## config.mk

```make
export PLATFORM = sky130hd
export DESIGN_NAME = qdr_host_bridge
export DESIGN_NICKNAME = d
export VERILOG_FILES = /design/src/logic/qdr_mem_pkg.sv /design/src/logic/host_bus_pkg.sv /design/src/logic/qdr_host_bridge.sv /design/src/logic/qdr_read_return.sv /design/src/logic/qdr_burst_assembler.sv /design/src/logic/qdr_access_sequencer.sv /design/src/logic/qdr_bridge_csr.sv
export VERILOG_INCLUDE_DIRS = /design/src /design/src/logic
export SDC_FILE = /design/constraint.sdc
export NUM_CORES = 1
export LEC_CHECK = 0
export BUFFER_PORTS_ARGS = -buffer_cell sky130_fd_sc_hd__buf_4
export CORE_UTILIZATION = 53
export DETAILED_ROUTE_END_ITERATION = 8
export HOLD_SLACK_MARGIN = 0.15
export PLACE_DENSITY = 0.9
export RECOVER_POWER = 50
export SETUP_SLACK_MARGIN = 0.05
export SLEW_MARGIN = 20
export SYNTH_ARGS = -nofsm -noshare
export SYNTH_HDL_FRONTEND = slang
export SYNTH_SLANG_ARGS = --single-unit
```

## constraint.sdc

```tcl
create_clock -name qdr_clk -period 12.9 [get_ports qdr_clk]
set_input_delay 1.935 -clock qdr_clk [delete_from_list [all_inputs] [get_ports qdr_clk]]
set_output_delay 1.935 -clock qdr_clk [all_outputs]
set_load 0.02 [all_outputs]
```

## src/logic/qdr_params.svh

```systemverilog
`ifndef QDR_PARAMS_SVH
`define QDR_PARAMS_SVH

// read latency as seen at the controller port, in qdr_clk cycles
// from the ack cycle to the cycle that carries beat 0 on qdr_q

// value loaded into the latency register on reset
`define QDR_DEFAULT_LATENCY 10

// smallest latency the read tracker can tap
`define QDR_MIN_LATENCY 2

// largest latency, also the length of the read tracker shift register
`define QDR_MAX_LATENCY 15

// width of the latency field in the config register and on read_latency
`define QDR_LAT_BITS 4

`endif
```

## src/logic/qdr_mem_pkg.sv

```systemverilog
package qdr_mem_pkg;

  // one 36-bit lane of a QDR beat
  // pad holds the parity positions, always driven as zero here
  typedef struct packed {
    logic [3:0]  pad;
    logic [31:0] data;
  } qdr_lane_t;

  // one 72-bit beat, seen either as the raw pin word or as two lanes
  // lanes[1] is the upper lane, bits 71:36
  typedef union packed {
    logic [71:0]           raw;
    qdr_lane_t [1:0]       lanes;
  } qdr_beat_u;

  // burst address on the controller port, one step per 144-bit burst
  typedef logic [27:0] qdr_burst_addr_t;

  // word placement inside a burst
  //   word_id 0 -> beat 0, upper lane
  //   word_id 1 -> beat 0, lower lane
  //   word_id 2 -> beat 1, upper lane
  //   word_id 3 -> beat 1, lower lane
  // so word_id[1] picks the beat and word_id[0] set means lower lane
  //
  // qdr_be is 8 bits per beat
  // high nibble enables the upper lane, one bit per byte in host_be order
  // low nibble does the same for the lower lane

endpackage

```

## src/logic/host_bus_pkg.sv

```systemverilog
package host_bus_pkg;

  // host byte address split into its burst, word and byte parts
  // one burst holds four 32-bit words, 16 bytes of host space
  typedef struct packed {
    // burst number, goes straight to qdr_addr
    logic [27:0] burst;
    // which 32-bit slot of the 144-bit burst
    logic [1:0]  word_id;
    // byte offset inside the word, ignored by the bridge
    logic [1:0]  byte_off;
  } host_addr_t;

  // configuration register map
  typedef enum logic [1:0] {
    // read latency in cycles, read/write, clamped to the legal range
    CFG_LATENCY = 2'd0,
    // bit 0 selects full-burst write mode
    CFG_CONTROL = 2'd1,
    // completed write count
    // read-only, any write clears it
    CFG_WRITES  = 2'd2,
    // completed read count, same rules as the write count
    CFG_READS   = 2'd3
  } cfg_reg_e;

endpackage

```

## src/logic/qdr_host_bridge.sv

```systemverilog
`include "qdr_params.svh"

module qdr_host_bridge
  import host_bus_pkg::*;
  import qdr_mem_pkg::*;
(
  input  logic        qdr_clk,
  input  logic        qdr_rst,
  // host request and response
  input  logic        host_valid,
  input  logic        host_rnw,
  input  host_addr_t  host_addr,
  input  logic [31:0] host_wdata,
  input  logic [3:0]  host_be,
  output logic        host_ready,
  output logic        rsp_valid,
  output logic [31:0] rsp_rdata,
  input  logic        rsp_ready,
  // configuration
  input  logic        cfg_valid,
  input  logic        cfg_write,
  input  cfg_reg_e    cfg_addr,
  input  logic [31:0] cfg_wdata,
  output logic        cfg_ready,
  output logic        cfg_rvalid,
  output logic [31:0] cfg_rdata,
  // controller port
  output logic        qdr_req,
  input  logic        qdr_ack,
  output logic [27:0] qdr_addr,
  output logic        qdr_r,
  output logic        qdr_w,
  output qdr_beat_u   qdr_d,
  output logic [7:0]  qdr_be,
  input  qdr_beat_u   qdr_q
);

  logic                     capture;
  logic                     beat_sel;
  logic                     busy;
  logic                     write_done;
  logic                     read_done;
  logic                     read_word_valid;
  logic [31:0]              read_word;
  logic [`QDR_LAT_BITS-1:0] read_latency;
  logic                     full_burst;

  qdr_bridge_csr csr_i (
    .qdr_clk(qdr_clk), .qdr_rst(qdr_rst),
    .cfg_valid(cfg_valid), .cfg_write(cfg_write), .cfg_addr(cfg_addr),
    .cfg_wdata(cfg_wdata), .cfg_ready(cfg_ready), .cfg_rvalid(cfg_rvalid),
    .cfg_rdata(cfg_rdata), .busy(busy), .write_done(write_done),
    .read_done(read_done), .read_latency(read_latency), .full_burst(full_burst)
  );

  qdr_access_sequencer seq_i (
    .qdr_clk(qdr_clk), .qdr_rst(qdr_rst),
    .host_valid(host_valid), .host_rnw(host_rnw), .host_addr(host_addr),
    .host_ready(host_ready), .rsp_valid(rsp_valid), .rsp_rdata(rsp_rdata),
    .rsp_ready(rsp_ready), .read_word_valid(read_word_valid), .read_word(read_word),
    .qdr_req(qdr_req), .qdr_r(qdr_r), .qdr_w(qdr_w), .qdr_addr(qdr_addr),
    .qdr_ack(qdr_ack), .capture(capture), .beat_sel(beat_sel), .busy(busy),
    .write_done(write_done), .read_done(read_done)
  );

  qdr_burst_assembler asm_i (
    .qdr_clk(qdr_clk), .qdr_rst(qdr_rst),
    .capture(capture), .host_rnw(host_rnw), .host_addr(host_addr),
    .host_wdata(host_wdata), .host_be(host_be), .beat_sel(beat_sel),
    .full_burst(full_burst), .qdr_d(qdr_d), .qdr_be(qdr_be)
  );

  qdr_read_return rdret_i (
    .qdr_clk(qdr_clk), .qdr_rst(qdr_rst),
    .capture(capture), .host_addr(host_addr), .qdr_ack(qdr_ack), .qdr_r(qdr_r),
    .read_latency(read_latency), .qdr_q(qdr_q),
    .read_word_valid(read_word_valid), .read_word(read_word)
  );

endmodule

```

## src/logic/qdr_read_return.sv

```systemverilog
`include "qdr_params.svh"

module qdr_read_return
  import host_bus_pkg::*;
  import qdr_mem_pkg::*;
(
  input  logic                     qdr_clk,
  input  logic                     qdr_rst,
  input  logic                     capture,
  input  host_addr_t               host_addr,
  input  logic                     qdr_ack,
  input  logic                     qdr_r,
  input  logic [`QDR_LAT_BITS-1:0] read_latency,
  input  qdr_beat_u                qdr_q,
  output logic                     read_word_valid,
  output logic [31:0]              read_word
);

  // bit k set means the read ack was k+1 cycles ago
  logic [`QDR_MAX_LATENCY-1:0] ack_sr;
  logic                        beat0_mark;
  logic                        beat1_mark;
  logic [1:0]                  wid_q;
  logic                        take;

  // beat 0 sits on qdr_q exactly read_latency cycles after the ack cycle
  assign beat0_mark = ack_sr[read_latency - 1'b1];

  // wait for the beat that carries the addressed word
  assign take = wid_q[1] ? beat1_mark : beat0_mark;

  always_ff @(posedge qdr_clk) begin
    if (qdr_rst) begin
      ack_sr          <= '0;
      beat1_mark      <= 1'b0;
      read_word_valid <= 1'b0;
    end else begin
      ack_sr          <= {ack_sr[`QDR_MAX_LATENCY-2:0], qdr_ack & qdr_r};
      beat1_mark      <= beat0_mark;
      read_word_valid <= take;
    end
  end

  // word slot of the current access
  always_ff @(posedge qdr_clk) begin
    if (qdr_rst) begin
      wid_q <= 2'd0;
    end else if (capture) begin
      wid_q <= host_addr.word_id;
    end
  end

  // lane pick through the lanes view, word_id[0] clear is the upper lane
  // the word then holds until the next read lands
  always_ff @(posedge qdr_clk) begin
    if (take) begin
      read_word <= qdr_q.lanes[~wid_q[0]].data;
    end
  end

endmodule

```

## src/logic/qdr_burst_assembler.sv

```systemverilog
module qdr_burst_assembler
  import host_bus_pkg::*;
  import qdr_mem_pkg::*;
(
  input  logic        qdr_clk,
  input  logic        qdr_rst,
  input  logic        capture,
  input  logic        host_rnw,
  input  host_addr_t  host_addr,
  input  logic [31:0] host_wdata,
  input  logic [3:0]  host_be,
  input  logic        beat_sel,
  input  logic        full_burst,
  output qdr_beat_u   qdr_d,
  output logic [7:0]  qdr_be
);

  // shadow of the whole 144-bit burst, index is the beat
  qdr_beat_u  shadow [2];
  logic [1:0] wid_q;
  logic [3:0] be_q;
  logic       wr_capture;
  logic [7:0] lane_be;

  assign wr_capture = capture & ~host_rnw;

  // word_id[1] picks the beat, word_id[0] clear means upper lane
  always_ff @(posedge qdr_clk) begin
    if (qdr_rst) begin
      shadow[0].raw <= '0;
      shadow[1].raw <= '0;
    end else if (wr_capture) begin
      shadow[host_addr.word_id[1]].lanes[~host_addr.word_id[0]] <=
        '{pad: 4'b0, data: host_wdata};
    end
  end

  // slot and byte enables of the last write, for the be generator
  always_ff @(posedge qdr_clk) begin
    if (qdr_rst) begin
      wid_q <= 2'd0;
      be_q  <= 4'd0;
    end else if (wr_capture) begin
      wid_q <= host_addr.word_id;
      be_q  <= host_be;
    end
  end

  // beat data built lane by lane, pads forced low
  always_comb begin
    qdr_d.lanes[1] = '{pad: 4'b0, data: shadow[beat_sel].lanes[1].data};
    qdr_d.lanes[0] = '{pad: 4'b0, data: shadow[beat_sel].lanes[0].data};
  end

  // host_be lands in the nibble of the addressed lane
  assign lane_be = wid_q[0] ? {4'b0, be_q} : {be_q, 4'b0};

  // full-burst mode rewrites every byte of both beats from the shadow
  // which fills a burst even when the controller ignores byte enables
  always_comb begin
    if (full_burst) begin
      qdr_be = 8'hff;
    end else if (beat_sel == wid_q[1]) begin
      qdr_be = lane_be;
    end else begin
      qdr_be = 8'h00;
    end
  end

endmodule

```

## src/logic/qdr_access_sequencer.sv

```systemverilog
module qdr_access_sequencer
  import host_bus_pkg::*;
  import qdr_mem_pkg::*;
(
  input  logic        qdr_clk,
  input  logic        qdr_rst,
  input  logic        host_valid,
  input  logic        host_rnw,
  input  host_addr_t  host_addr,
  output logic        host_ready,
  output logic        rsp_valid,
  output logic [31:0] rsp_rdata,
  input  logic        rsp_ready,
  input  logic        read_word_valid,
  input  logic [31:0] read_word,
  output logic        qdr_req,
  output logic        qdr_r,
  output logic        qdr_w,
  output logic [27:0] qdr_addr,
  input  logic        qdr_ack,
  output logic        capture,
  output logic        beat_sel,
  output logic        busy,
  output logic        write_done,
  output logic        read_done
);

  // one-hot state bit positions
  localparam int S_IDLE = 0;
  localparam int S_REQ  = 1;
  localparam int S_WR1  = 2;
  localparam int S_RDW  = 3;
  localparam int S_RSP  = 4;

  logic [4:0]      state;
  logic [4:0]      state_nxt;
  logic            rnw_q;
  qdr_burst_addr_t burst_q;
  logic            rsp_fire;

  // new requests only when nothing is in flight or waiting for rsp_ready
  assign host_ready = state[S_IDLE];
  assign capture    = host_valid & host_ready;
  assign busy       = ~state[S_IDLE];

  // controller request stays up until the ack cycle
  assign qdr_req  = state[S_REQ];
  assign qdr_r    = qdr_req & rnw_q;
  assign qdr_w    = qdr_req & ~rnw_q;
  assign qdr_addr = burst_q;

  // beat 0 goes with the ack cycle, beat 1 the cycle after
  assign beat_sel = state[S_WR1];

  // a read response is offered in the same cycle the word arrives
  // and held in S_RSP if the host is not ready yet
  assign rsp_valid = state[S_RSP] | (state[S_RDW] & read_word_valid);
  // read_word stays put until the next capture, so it holds with rsp_valid
  assign rsp_rdata = rnw_q ? read_word : 32'd0;
  assign rsp_fire  = rsp_valid & rsp_ready;

  // completion strobes for the counters
  assign write_done = rsp_fire & ~rnw_q;
  assign read_done  = rsp_fire & rnw_q;

  always_comb begin
    state_nxt = state;
    case (1'b1)
      state[S_IDLE]: begin
        if (capture) begin
          state_nxt = 5'b1 << S_REQ;
        end
      end
      state[S_REQ]: begin
        if (qdr_ack) begin
          state_nxt = rnw_q ? (5'b1 << S_RDW) : (5'b1 << S_WR1);
        end
      end
      state[S_WR1]: begin
        state_nxt = 5'b1 << S_RSP;
      end
      state[S_RDW]: begin
        if (read_word_valid) begin
          state_nxt = rsp_ready ? (5'b1 << S_IDLE) : (5'b1 << S_RSP);
        end
      end
      state[S_RSP]: begin
        if (rsp_ready) begin
          state_nxt = 5'b1 << S_IDLE;
        end
      end
      // recover from an illegal encoding
      default: state_nxt = 5'b1 << S_IDLE;
    endcase
  end

  always_ff @(posedge qdr_clk) begin
    if (qdr_rst) begin
      state <= 5'b1 << S_IDLE;
      rnw_q <= 1'b0;
    end else begin
      state <= state_nxt;
      if (capture) begin
        rnw_q <= host_rnw;
      end
    end
  end

  // burst address is payload, loaded on the accepting edge
  always_ff @(posedge qdr_clk) begin
    if (capture) begin
      burst_q <= host_addr.burst;
    end
  end

  a_rw_exclusive: assert property (@(posedge qdr_clk) disable iff (qdr_rst)
    !(qdr_r && qdr_w));

  // controller may stall, the request must not drop before ack
  a_req_held: assert property (@(posedge qdr_clk) disable iff (qdr_rst)
    qdr_req && !qdr_ack |=> qdr_req);

  a_rsp_stable: assert property (@(posedge qdr_clk) disable iff (qdr_rst)
    rsp_valid && !rsp_ready |=> rsp_valid && $stable(rsp_rdata));

endmodule

```

## src/logic/qdr_bridge_csr.sv

```systemverilog
`include "qdr_params.svh"

module qdr_bridge_csr
  import host_bus_pkg::*;
(
  input  logic                     qdr_clk,
  input  logic                     qdr_rst,
  input  logic                     cfg_valid,
  input  logic                     cfg_write,
  input  cfg_reg_e                 cfg_addr,
  input  logic [31:0]              cfg_wdata,
  output logic                     cfg_ready,
  output logic                     cfg_rvalid,
  output logic [31:0]              cfg_rdata,
  input  logic                     busy,
  input  logic                     write_done,
  input  logic                     read_done,
  output logic [`QDR_LAT_BITS-1:0] read_latency,
  output logic                     full_burst
);

  localparam logic [`QDR_LAT_BITS-1:0] LAT_DEF = `QDR_DEFAULT_LATENCY;
  localparam logic [`QDR_LAT_BITS-1:0] LAT_MIN = `QDR_MIN_LATENCY;
  localparam logic [`QDR_LAT_BITS-1:0] LAT_MAX = `QDR_MAX_LATENCY;

  logic                     cfg_fire;
  logic [`QDR_LAT_BITS-1:0] lat_clamped;
  logic [15:0]              write_count;
  logic [15:0]              read_count;

  // hold off config traffic for the whole host access
  assign cfg_ready = ~busy;
  assign cfg_fire  = cfg_valid & cfg_ready;

  // out of range latency writes snap to the nearest legal value
  always_comb begin
    if (cfg_wdata < 32'(LAT_MIN)) begin
      lat_clamped = LAT_MIN;
    end else if (cfg_wdata > 32'(LAT_MAX)) begin
      lat_clamped = LAT_MAX;
    end else begin
      lat_clamped = cfg_wdata[`QDR_LAT_BITS-1:0];
    end
  end

  // writable registers and the completion counters
  always_ff @(posedge qdr_clk) begin
    if (qdr_rst) begin
      read_latency <= LAT_DEF;
      full_burst   <= 1'b0;
      write_count  <= '0;
      read_count   <= '0;
    end else begin
      if (write_done) begin
        write_count <= write_count + 16'd1;
      end
      if (read_done) begin
        read_count <= read_count + 16'd1;
      end
      // a clear wins over a count in the same cycle
      if (cfg_fire && cfg_write) begin
        case (cfg_addr)
          CFG_LATENCY: read_latency <= lat_clamped;
          CFG_CONTROL: full_burst   <= cfg_wdata[0];
          CFG_WRITES:  write_count  <= '0;
          CFG_READS:   read_count   <= '0;
          default:     ;
        endcase
      end
    end
  end

  // read data lands one cycle after the transfer
  always_ff @(posedge qdr_clk) begin
    if (qdr_rst) begin
      cfg_rvalid <= 1'b0;
    end else begin
      cfg_rvalid <= cfg_fire & ~cfg_write;
    end
  end

  always_ff @(posedge qdr_clk) begin
    if (cfg_fire && !cfg_write) begin
      case (cfg_addr)
        CFG_LATENCY: cfg_rdata <= {{(32-`QDR_LAT_BITS){1'b0}}, read_latency};
        CFG_CONTROL: cfg_rdata <= {31'b0, full_burst};
        CFG_WRITES:  cfg_rdata <= {16'b0, write_count};
        default:     cfg_rdata <= {16'b0, read_count};
      endcase
    end
  end

  // the read tracker taps at read_latency, so it must stay legal
  a_latency_range: assert property (@(posedge qdr_clk) disable iff (qdr_rst)
    (read_latency >= LAT_MIN) && (read_latency <= LAT_MAX));

endmodule

```

After elaboration in Yosys (flattened, before gate mapping)
Memories as Yosys holds them, arrays and structs flattened. A register that Yosys moved wholly into a read port is not among the register bits. Cells that the tools add are included.

Add/sub/neg operators: 3. Muxes and demuxes: 40. Reductions and logical operators: 10. Bitwise operators: 17. Eq/ne operators: 7. Order comparisons: 6.

Operators with widths (count): 64-bit 2-to-1 mux (2); 16-bit 2-to-1 mux (6); 32-bit 2-to-1 mux (3); 72-bit 2-to-1 mux (1); 64-bit OR reduction (1); 16-bit case mux with 3 select lines (1); 5-bit 2-to-1 mux (9); 36-bit demux with 1-bit select (1); 36-bit 2-to-1 mux (1); 16-bit by 1-bit adder with 16-bit output (second input constant) (2); 32-bit by 4-bit greater-than comparator with 1-bit output (second input constant) (1); 32-bit by 2-bit less-than comparator with 1-bit output (second input constant) (1); 8-bit 2-to-1 mux (3); 4-bit 2-to-1 mux (3); 1-bit bitwise AND (11); 1-bit 2-to-1 mux (9); 2-bit AND reduction (3); 4-bit by 5-bit less-than comparator with 1-bit output (second input constant) (1); 5-bit by 4-bit inequality test with 1-bit output (second input constant) (1); 1-bit inverter (5); 1-bit binary-select mux with 4-bit select (1); 2-bit == test (second input constant) (2); 1-bit by 2-bit less-than comparator with 1-bit output (second input constant) (2); 4-bit by 1-bit subtractor with 4-bit output (second input constant) (1); 10 further kinds (12).

Memories: 1. Bits in writable memories: 128. Logic and storage cells: 103. Register bits: 161.

Memories: asm_i.shadow (depth 2, bits a word 64, rd ports 1, clocked after memory_dff 1, wr ports 2, RTL line qdr_burst_assembler.sv:19) `qdr_beat_u shadow [2];`.

Depth between registers and ports, before layout
Gate-level depths: netlist of the first run.

Word-level depth: 8. Mapped depth: 7. Depth with buffers taken out: 6.

By module
From an unflattened synthesis of the first run, not the netlist that was laid out.

Cells, all modules: 947. Area total of the unflattened synthesis: 11843.9 µm².

By module, submodules not included: qdr_burst_assembler (cells each 436, times used 1, area each 5710.5 µm²); qdr_bridge_csr (cells each 263, times used 1, area each 2605.0 µm²); qdr_read_return (cells each 139, times used 1, area each 2119.5 µm²); qdr_access_sequencer (cells each 109, times used 1, area each 1408.9 µm²).

Worst setup path after synthesis of the first run
OpenSTA, ideal clock, no wires.

Path kind: reg2reg. Start point: register csr_i.read_latency[0]. End point: register rdret_i.read_word[0] (enable). Cell stages (with the launch flop): 8. Clock period less this slack: 4182 ps. Buffers on the path: 1. Setup time: 470 ps. Arrival: 3712 ps. Slack: 8718 ps. Cells stage by stage: dfxtp_1 -> buf_2 -> inv_1 -> ha_1 -> mux4_2 -> mux2_2 -> nor3_1 -> a211oi_1.

Longest elaborated chain between the ends: 4.

Ends and longest elaborated chain: start: declaration (RTL line qdr_bridge_csr.sv:18) `` output logic [`QDR_LAT_BITS-1:0] read_latency, ``; start signal: assignment (RTL line qdr_bridge_csr.sv:63) `CFG_LATENCY: read_latency <= lat_clamped;`; 4-bit by 1-bit subtractor with 4-bit output (RTL line qdr_read_return.sv:27) `assign beat0_mark = ack_sr[read_latency - 1'b1];`; 1-bit binary-select mux with 4-bit select (RTL line qdr_read_return.sv:27); 1-bit 2-to-1 mux (implied by the code) (RTL line qdr_read_return.sv:27); 1-bit 2-to-1 mux (RTL line qdr_read_return.sv:30) `assign take = wid_q[1] ? beat1_mark : beat0_mark;`; net rdret_i.take (RTL line qdr_read_return.sv:24) `logic take;`; end signal: assignment (RTL line qdr_read_return.sv:57) `read_word <= qdr_q.lanes[~wid_q[0]].data;`; end: declaration (RTL line qdr_read_return.sv:16) `output logic [31:0] read_word`.

The timed path passes the listed nets, and every way through them passes these cells. The select of a mux whose other input is x is not followed. A chain may end at the register's enable or synchronous reset.

==> results of run 1 <==
==> layer usage <==
metal  vias up  wire, um
met4         2      1030
met1      4096     11300
li1       3948         -
met5         -        13
met2       339     15600
met3        66      1830
==> per-stage QoR <==
stage	cells	setup slack [ns]	total power, mW	hold WS [ns]
5_1_grt	1546	7.36	2.01	0.471
3_3_place_gp	1494	8.33	1.21	0.439
4_1_cts	1546	8.80	1.97	0.463
6_report	1546	7.67	1.95	0.460
3_5_place_dp	1494	8.32	1.22	0.452
2_1_floorplan	955	8.72	1.12	0.432
==> final cells by class <==
class                      instances  area (um^2)  area share
clock buffer                      36          772      0.0505
clock inverter                    16         85.1     0.00556
inverter                          18         67.6     0.00442
multi-input combinational        588         4210       0.275
sequential                       274         7530       0.492
tap                              280          350      0.0229
timing repair buffer             334         2280       0.149
==> sequential cells by signal, indices dropped and copies added (netlist names), named ones only <==
| name | cells |
|---|---|
| csr_i.cfg_rvalid | 1 |
| csr_i.read_latency | 4 |
| seq_i.rnw_q | 1 |
| csr_i.write_count | 16 |
| asm_i.be_q | 4 |
| asm_i.wid_q | 2 |
| seq_i.state | 5 |
| rdret_i.beat1_mark | 1 |
| asm_i.shadow | 128 |
| csr_i.cfg_rdata | 16 |
| csr_i.full_burst | 1 |
| rdret_i.wid_q | 2 |
| rdret_i.read_word_valid | 1 |
| rdret_i.read_word | 32 |
| rdret_i.ack_sr | 15 |
| csr_i.read_count | 16 |
| seq_i.qdr_addr | 28 |
==> logic make-up (layout without fill, tap and decap cells) <==
group	Yosys count	in the layout	synth area share
AND/OR/NAND/NOR	339	339	0.166
flip-flops	274	274	0.623
multiplexers	120	120	0.114
AO/OA/AOI/OAI	95	95	0.0507
buffers and inverters	93	404	0.0376
XOR/XNOR	7	7	0.00508
adder cells (fa/ha/maj)	3	3	0.00311
other	1	24	0.000311
==> worst paths after layout <==
path | cells after the start | from | endpoint | slack, ns
worst max-delay path | 4 | qdr_rst | asm_i.shadow[0][33] | 7.67
worst min-delay path | 1 | rdret_i.ack_sr[9] | rdret_i.ack_sr[10] | 0.46
worst max register to register | 5 | seq_i.state[0] | asm_i.shadow[0][33] | 8.78
worst min register to register | 1 | rdret_i.ack_sr[9] | rdret_i.ack_sr[10] | 0.46
==> power breakdown <==
part	internal (mW)	switching [mW]
combinational	0.0831	0.110
sequential	0.985	0.0137
clock	0.423	0.331
==> placed cells by master (no fill, tap or decap), types with 13 or more instances in the layout <==
master       n
inv_1       17
nor2b_1     29
edfxtp_1   204
nand2_1     35
o31ai_1     19
nand3_1     13
buf_4      223
nor4_1      13
and2_1     141
mux2i_1     17
a21oi_1     36
nor2_1      25
clkbuf_1    66
mux2_2      95
and2_0      23
conb_1      24
or4_1       19
clkbuf_16   29
clkbuf_4    50
dfxtp_1     68
==> impl_results.md, run 1 <==
- Status: complete, but fails checks
- Violated checks: max-capacitance violations, max-slew violations
- Final worst-path cycle share: 0.405
- WL/cell: 19.2 um
- Die X: 153 um
- RSZ-0062 raised after global routing: no
- Most used DFF post-synth: edfxtp_1
- Final HPWL from detailed placement: 20.1 mm
- Clock sink count: 274
- Yosys top cell area share: 0.507
- Floorplan row count: 54
- Sum Neg Setup Slack: 0 ns
- Met2 usage: 0.465
- Ant diodes: 0
- Post-CTS setup buffers: 0
- Global-route wire length before repair: 45.8 mm
- Starting Density: 0.547
- CTS HTree Levels: 1
- Worst Path Required: 13.05 ns
- Register area share after synthesis: 0.623
- Clk root buf: clkbuf_16
- CORE AREA: 0.0221 mm^2
- Final GP Congestion: 0.805
- Layout Nets: 1,430
- CP Capture Type: register
- Grt met1 use: 0.288
- Layout cells sized above 1: 0.338
- GRT Resource Usage Total: 0.252
- Final ANT Viol Nets: 0
- Num CTS Buffers: 29
- Post-synth top area cell: edfxtp_1
- Synthesized instance count: 932
- EDFF count, synth: 204
- Area growth from synthesis to layout: 26.6%
- Layout Utilization: 0.692
- Clock latency on the worst-skew pair: 0.53 ns
- Most frequent cell after synthesis: edfxtp_1
- Final Max Tran Viols: 150
- CP Class: input pin to register
- Met3 GRT Util: 0.0459
- Avg Inst Size Synth: 13.0 um^2
- Max Fclk: 191 MHz
- Critical path startpoint category: input pin
- CP arrival: 5.37 ns
- Ys async rst share: 0
- Die area: 0.0234 mm^2
- DRT iter0 DRCs: 473
- Number of max-cap violations: 4
- Synth warn: 0
- CTS clk-pin slew, worst paths: 0.06 ns
- DR DRC count: 0
- Post-Route WL: 29.7 mm
- Minimum clock period: 5.23 ns
- CTS max path bufs: 3
- Grt ovf: 0
- Worst VDD drop: 83.9 uV
- Worst slew pin tran: 2.09 ns
- PostCTS Resize Cnt: 0
- Largest net degree at the start of global routing: 65
- Worst Skew: 0.00782 ns
- Power Density: 127 mW/mm^2
- Top cells by area, synth: edfxtp_1 51%, dfxtp_1 12%, mux2_2 9.2%
- DR vias: 8,451
- Final hold vios: 0
- Count of unique library cells instantiated by Yosys: 50
- Buf+Inv Stages, Crit Path: 2
- Die Ht: 153 um
- Most Used Layer, Global Route: met2
- Hold_buf cts: 0
- Number of global-route vias before repair: 8,743
- PortBufs: 326
- Top post-synthesis cells by count: 204 x edfxtp_1, 164 x and2_1, 99 x mux2_2
- Antenna violations before repair: 1
- Most numerous cell on the critical path: clkbuf_1
- Hold crit path type: register to register
- Max stage delay on crit path: 1.21 ns
- Io pins: 361
- Final setup violation count: 0
- Post-synthesis register bit count: 274
- Placed inst area: 0.0147 mm^2
- Vias per cell: 5.47
- Slew margin rel.: -0.394
- CP Max Fanout: 48
- CP top delay family: buffers and inverters
- CP Cell Sequence: clkbuf_1, nor4_1, clkbuf_1, or2_2
- Fin area: 0.0153 mm^2
- DR pass1 iterations: 5
- Crit path max-delay cell type: clkbuf_1
- CTS tree: yes
- # fillers: 1,563
- Mapped Area: 0.0121 mm^2
- Leak: 6.05 nW
Power figures use the tool's default switching activity.
==> run 2: changes to the inputs <==
--- a/config.mk
+++ b/config.mk
@@ -7,10 +7,10 @@
 export NUM_CORES = 1
 export LEC_CHECK = 0
 export BUFFER_PORTS_ARGS = -buffer_cell sky130_fd_sc_hd__buf_4
-export CORE_UTILIZATION = 53
+export CORE_UTILIZATION = 47
 export DETAILED_ROUTE_END_ITERATION = 8
 export HOLD_SLACK_MARGIN = 0.15
-export PLACE_DENSITY = 0.9
+export PLACE_DENSITY = 0.85
 export RECOVER_POWER = 50
 export SETUP_SLACK_MARGIN = 0.05
 export SLEW_MARGIN = 20
==> constraint.sdc (replaced) <==
create_clock -name qdr_clk -period 4.4 [get_ports qdr_clk]
set_input_delay 0.66 -clock qdr_clk [delete_from_list [all_inputs] [get_ports qdr_clk]]
set_output_delay 0.66 -clock qdr_clk [all_outputs]
set_load 0.02 [all_outputs]
==> run 2 against run 1 <==
The run still ends with max-capacitance violations, max-slew violations left. Clock skew increased by 0.0072 ns. Wire length decreased by 4.3%. Final cell count increased by 3.4%. Count of clock-buffer cells in the layout increased by 10. Clock power increased to 2.9 times the previous value. Critical path type is now register to register.
==> impl_results.md, run 2 (synthesized netlist as in run 1, its figures left out) <==
- Hold crit path type: input pin to register
- GRT Resource Usage Total: 0.213 (-0.0395)
- Clock latency on the worst-skew pair: 0.53 ns (about the same)
- CTS clk-pin slew, worst paths: 0.06 ns (about the same)
- Number of max-cap violations: 2 (-2)
- CP endpoint: asm_i.shadow[0][26]
- R2R setup slack: 1.22 ns (-7.56 ns)
- Largest net degree at the start of global routing: 49 (-25%)
- CP Capture Type: register
- Total chip power: 5.69 mW (+190%)
- Commonest non-fill, non-tap cell in the layout: buf_4
- Met2 usage: 0.383 (-0.0816)
- CTS HTree Levels: 1 (unchanged)
- Post-Route WL: 28.5 mm (-4.3%)
- Register name with the most flops: asm_i.shadow
- PostCTS Resize Cnt: 0 (unchanged)
- Most frequent cells in the layout: 251 x buf_4, 204 x edfxtp_1, 133 x and2_1
- Final Max Tran Viols: 83 (-45%)
- CP arrival: 3.32 ns (-2.05 ns)
- Layout Nets: 1,431 (+0.070%)
- Status: complete, but fails checks
- Final HPWL from detailed placement: 20.1 mm (about the same)
- Post-CTS setup buffers: 0 (unchanged)
- DRT iter0 DRCs: 489 (+3.4%)
- Max Fclk: 315 MHz
- Minimum clock period: 3.18 ns
- Number of flip-flops in the largest register: 128 (unchanged)
- Hold_buf cts: 0 (unchanged)
- Io pins: 361 (unchanged)
- CP startpoint: seq_i.state[0]
- Num CTS Buffers: 28 (-3.4%)
- Grt ovf: 0 (unchanged)
- Global-route wire length before repair: 43.4 mm (-5.3%)
- PortBufs: 326 (unchanged)
- Floorplan row count: 58 (+7.4%)
- CORE AREA: 0.0252 mm^2 (+14%)
- Die area: 0.0263 mm^2 (+13%)
- Number of global-route vias before repair: 8,324 (-4.8%)
- Final setup violation count: 0 (unchanged)
- RSZ-0062 raised after global routing: no
- Clock sink count: 274 (unchanged)
- Sum Neg Setup Slack: 0 ns (unchanged)
- Cell count of the worst reg-to-reg path: 5 (unchanged)
- Grt met1 use: 0.251 (-0.0377)
- Die Ht: 162 um (+6.1%)
- Antenna violations before repair: 1 (unchanged)
- Slew margin rel.: -0.402 (-0.00733)
- Worst R2R End: asm_i.shadow[0][26]
- DR vias: 8,322 (-1.5%)
- Vias per cell: 5.20 (-4.8%)
- Final hold vios: 0 (unchanged)
- Worst Path Required: 4.55 ns (-8.50 ns)
- Final worst-path cycle share: 0.722
- Starting Density: 0.480 (-0.0670)
- Worst VDD drop: 278 uV (+230%)
- CTS tree: yes
- Most Used Layer, Global Route: met2
- DR pass1 iterations: 5 (unchanged)
- Fin area: 0.0154 mm^2 (+0.46%)
- Placed inst area: 0.0147 mm^2 (+0.53%)
- Worst Skew: 0.0150 ns (+0.00715 ns)
- Violated checks: max-capacitance violations, max-slew violations
- Met3 GRT Util: 0.0432 (-0.00278)
- Worst flop-to-flop path startpoint: seq_i.state[0]
- Final ANT Viol Nets: 0 (unchanged)
- CP Class: register to register
- Layout cells sized above 1: 0.338 (about the same)
- Leak: 6.03 nW (-0.25%)
- Critical path startpoint category: register
- CTS max path bufs: 3 (unchanged)
- Area growth from synthesis to layout: 27.2%
- Final GP Congestion: 0.841 (+4.5%)
- Worst slew pin tran: 2.10 ns (+0.0110 ns)
- Die X: 162 um (+6.1%)
- Power Density: 371 mW/mm^2 (+190%)
- DR DRC count: 0 (unchanged)
- CP Max Fanout: 33 (-31%)
- WL/cell: 17.8 um (-7.5%)
- Clk root buf: clkbuf_16
-- run 2: worst max-delay path, stage by stage, from the launching register on --
cell and delay, ns:
dfxtp_1 0.58, nand2_1 0.27, or2_2 0.45, nor4b_1 0.34
buf_4 0.39, or2_2 0.72
-- run 2: how the worst min path moves through the flow --
stage	from	cells past startpoint	slack [ns]	end
6_report	host_addr[10]	1	0.32	seq_i.qdr_addr[6]
4_1_cts	host_addr[10]	1	0.27	seq_i.qdr_addr[6]
3_3_place_gp	rdret_i.ack_sr[1]	1	0.44	rdret_i.ack_sr[2]
5_1_grt	host_addr[13]	1	0.30	seq_i.qdr_addr[9]
2_1_floorplan	rdret_i.ack_sr[13]	1	0.43	rdret_i.ack_sr[14]
3_5_place_dp	rdret_i.ack_sr[9]	1	0.45	rdret_i.ack_sr[10]
-- run 2: area by class of cell --
class	instances	area [um^2]
flip-flops and latches	274	7530
inverters	18	67.6
diodes	1	2.50
well taps	330	413
multi-input cells	588	4200
clock buffers	46	820
clock inverters	6	37.5
fillers	1996	9820
repair buffers	336	2300
-- run 2: power breakdown --
group | switching, mW | total (mW) | internal (mW)
registers | 0.0402 | 2.93 | 2.89
clock network | 0.935 | 2.20 | 1.27
logic | 0.317 | 0.563 | 0.246
total | 1.29 | 5.69 | 4.40
-- run 2: routing by layer --
layer | share of wire | vias to the layer above
li1 | - | 3956
met1 | 0.38 | 4000
met2 | 0.52 | 315
met3 | 0.069 | 51
met4 | 0.033 | 0
met5 | 0 | -
-- run 2: per-stage QoR --
| stage | cells | hold WS, ns | worst slack [ns] | util |
|---|---|---|---|---|
| final | 1599 | 0.321 | 1.22 | 0.610 |
| after global routing | 1599 | 0.300 | 0.982 | 0.610 |
| after CTS | 1598 | 0.275 | 1.22 | 0.620 |
| after detailed placement | 1546 | 0.455 | 1.21 | 0.586 |
| after global placement | 1546 | 0.440 | 1.34 | 0.586 |
| after floorplan | 955 | 0.432 | 0.218 | - |
==> run 3: changes to the inputs <==
==> constraint.sdc (replaced) <==
create_clock -name qdr_clk -period 2.6 [get_ports qdr_clk]
set_input_delay 0.39 -clock qdr_clk [delete_from_list [all_inputs] [get_ports qdr_clk]]
set_output_delay 0.39 -clock qdr_clk [all_outputs]
set_load 0.02 [all_outputs]
==> run 3 against run 2 <==
The run now ends clean. Die area stayed put. Clock power increased by 93%. Wire length grew 13%. Sequential power rose by 69%. Final area increased by 9.1%. Power is 82% higher. Via count increased by 8.5%. Critical path type is now input pin to register.
==> impl_results.md, run 3 (synthesized netlist as in run 1, its figures left out) <==
- CP top delay family: simple AND/OR/NAND/NOR gates
- Final hold vios: 0 (unchanged)
- Buf+Inv Stages, Crit Path: 3 (+2)
- Global-route wire length before repair: 48.5 mm (+12%)
- Number of flip-flops in the largest register: 128 (unchanged)
- Final HPWL from detailed placement: 20.2 mm (+0.63%)
- Number of global-route vias before repair: 9,090 (+9.2%)
- PostCTS Resize Cnt: 0 (unchanged)
- DR pass1 iterations: 5 (unchanged)
- Floorplan row count: 58 (unchanged)
- Clock sink count: 274 (unchanged)
- Max stage delay on crit path: 0.58 ns (-0.14 ns)
- Layout Utilization: 0.666 (+0.0555)
- WL/cell: 18.7 um (+5.3%)
- Total chip power: 10.4 mW (+82%)
- Die Ht: 162 um (unchanged)
- Sw Ratio: 0.223 (-0.00402)
- Io pins: 361 (unchanged)
- Final setup violation count: 0 (unchanged)
- RSZ-0062 raised after global routing: no
- Antenna violations before repair: 2 (+1)
- Sum Neg Setup Slack: 0 ns (unchanged)
- Final worst-path cycle share: 0.914
- Psw: 2.31 mW (+79%)
- Number of max-cap violations: 0 (-2)
- Placed inst area: 0.0149 mm^2 (+1.2%)
- CTS tree: yes
- Clock power frac: 0.410 (+0.023)
- CP Cell Sequence: dlygate4sd3_1, buf_4, or2_2, nor4_2, or2_0, buf_12
- Hold crit path type: input pin to register
- DRT met1 WL: 11.9 mm (+9.8%)
- Post-Route WL: 32.3 mm (+13%)
- WHS: 0.153 ns (-0.168 ns)
- Area of the multi-input gates: 0.00419 mm^2 (-0.21%)
- Final Max Tran Viols: 0 (-100%)
- Worst VDD drop: 487 uV (+75%)
- Post-CTS setup buffers: 0 (unchanged)
- CTS HTree Levels: 1 (unchanged)
- Hold_buf cts: 109 (+109)
- Critical path startpoint category: input pin
- DRT iter0 DRCs: 671 (+37%)
- Die X: 162 um (unchanged)
- Die area: 0.0263 mm^2 (unchanged)
- Cell count of the worst reg-to-reg path: 6 (+1)
- Final GP Congestion: 0.898 (+6.8%)
- Setup ws final: 0.223 ns (-1.00 ns)
- Final ANT Viol Nets: 0 (unchanged)
- Worst slew pin tran: 1.26 ns (-0.841 ns)
- Num CTS Buffers: 29 (+3.6%)
- DR DRC count: 0 (unchanged)
- Clock latency on the worst-skew pair: 0.53 ns (about the same)
- Sequential group share of total power: 0.478 (-0.036)
- Status: complete, no violations
- Vias per cell: 5.25 (+0.79%)
- Max Fclk: 421 MHz
- Worst Skew: 0.0114 ns (-0.00361 ns)
- # fillers: 1,760 (-12%)
- Register name with the most flops: asm_i.shadow
- Crit path max-delay cell type: or2_0
- Area growth from synthesis to layout: 38.8%
- FF+latch area: 0.00753 mm^2 (unchanged)
- Met2 wire len: 17.2 mm (+16%)
- Final Non-Filler Cells: 1,721 (+7.6%)
- CORE AREA: 0.0252 mm^2 (unchanged)
- Post-placement cell count: 1,556 (+0.65%)
- Top sig layer: met4
- GRT Resource Usage Total: 0.240 (+0.0268)
- Clk root buf: clkbuf_16
- CP arrival: 2.59 ns (-0.73 ns)
- Internal power: 8.05 mW (+83%)
- Pre-CTS setup slack: 0.329 ns (-0.878 ns)
- Slew margin rel.: 0.159 (+0.561)
- Leak: 6.68 nW (+11%)
- Comb pwr share: 0.112 (+0.013)
- CP Max Fanout: 25 (-24%)
- Power Density: 618 mW/mm^2 (+67%)
- PortBufs: 326 (unchanged)
- Layout Nets: 1,552 (+8.5%)
- CP Class: input pin to register
- Worst Path Required: 2.82 ns (-1.73 ns)
- Minimum clock period: 2.38 ns
- Fin area: 0.0168 mm^2 (+9.1%)
- Starting Density: 0.480 (unchanged)
- Layout cells sized above 1: 0.324 (-0.0144)
- Grt ovf: 0 (unchanged)
- Largest net degree at the start of global routing: 36 (-27%)
- CP Capture Type: register
- DR vias: 9,028 (+8.5%)
- Commonest non-fill, non-tap cell in the layout: buf_4
- Most frequent cells in the layout: 254 x buf_4, 204 x edfxtp_1, 151 x and2_1
- Stages on worst setup path: 6 (+1)
- WL met3: 2.33 mm (+19%)
- CTS clk-pin slew, worst paths: 0.06 ns (about the same)
- CTS max path bufs: 3 (unchanged)
- Cells on Worst Hold Path: 3 (+2)
[run 3: cell types whose count changed in the layout (fill, tap and decap cells not counted), moves of 4 or more]
cell / previous run / this run
clkbuf_2: 0 / 4
clkbuf_1: 74 / 61
and2_1: 133 / 151
and2_0: 31 / 13
buf_12: 0 / 6
dlygate4sd3_1: 0 / 110
[run 3: final timing paths]
check	startpoint	end	slack, ns
min	host_addr[3]	asm_i.wid_q[1]	0.15
min reg2reg	rdret_i.ack_sr[1]	rdret_i.ack_sr[2]	0.46
max reg2reg	seq_i.state[0]	asm_i.shadow[1][31]	0.29
max	host_rnw	asm_i.shadow[0][62]	0.22
[run 3: worst register-to-register path: stages, from the launching register on]
cell	delay [ns]
dfxtp_1	0.33
nand2_1	0.10
clkbuf_1	0.24
nor2_1	0.23
and4b_1	0.23
or2_2	0.10
buf_2	0.67
[run 3: layout make-up]
cell class,count,area share
well taps,330,0.0246
clock buffers,42,0.0517
repair buffers,456,0.212
clock inverters,11,0.00814
multi-input cells,588,0.250
inverters,18,0.00403
diodes,2,0.000299
flip-flops and latches,274,0.449
[run 3: power by group through the flow]
stage	Clock (mW)	Sequential, mW	Combinational [mW]
5_1_grt	4.49	4.96	1.23
3_5_place_dp	0	5.03	1.04
6_report	4.25	4.95	1.16
3_3_place_gp	0	5.02	1.03
2_1_floorplan	0	5.07	0.480
4_1_cts	4.31	4.94	1.20
[run 3: routing by layer]
| metal | vias up | GRT usage |
|---|---|---|
| li1 | 4205 | - |
| met1 | 4384 | 0.271 |
| met2 | 380 | 0.448 |
| met3 | 59 | 0.0439 |
| met4 | 0 | 0.0823 |
| met5 | - | 0 |
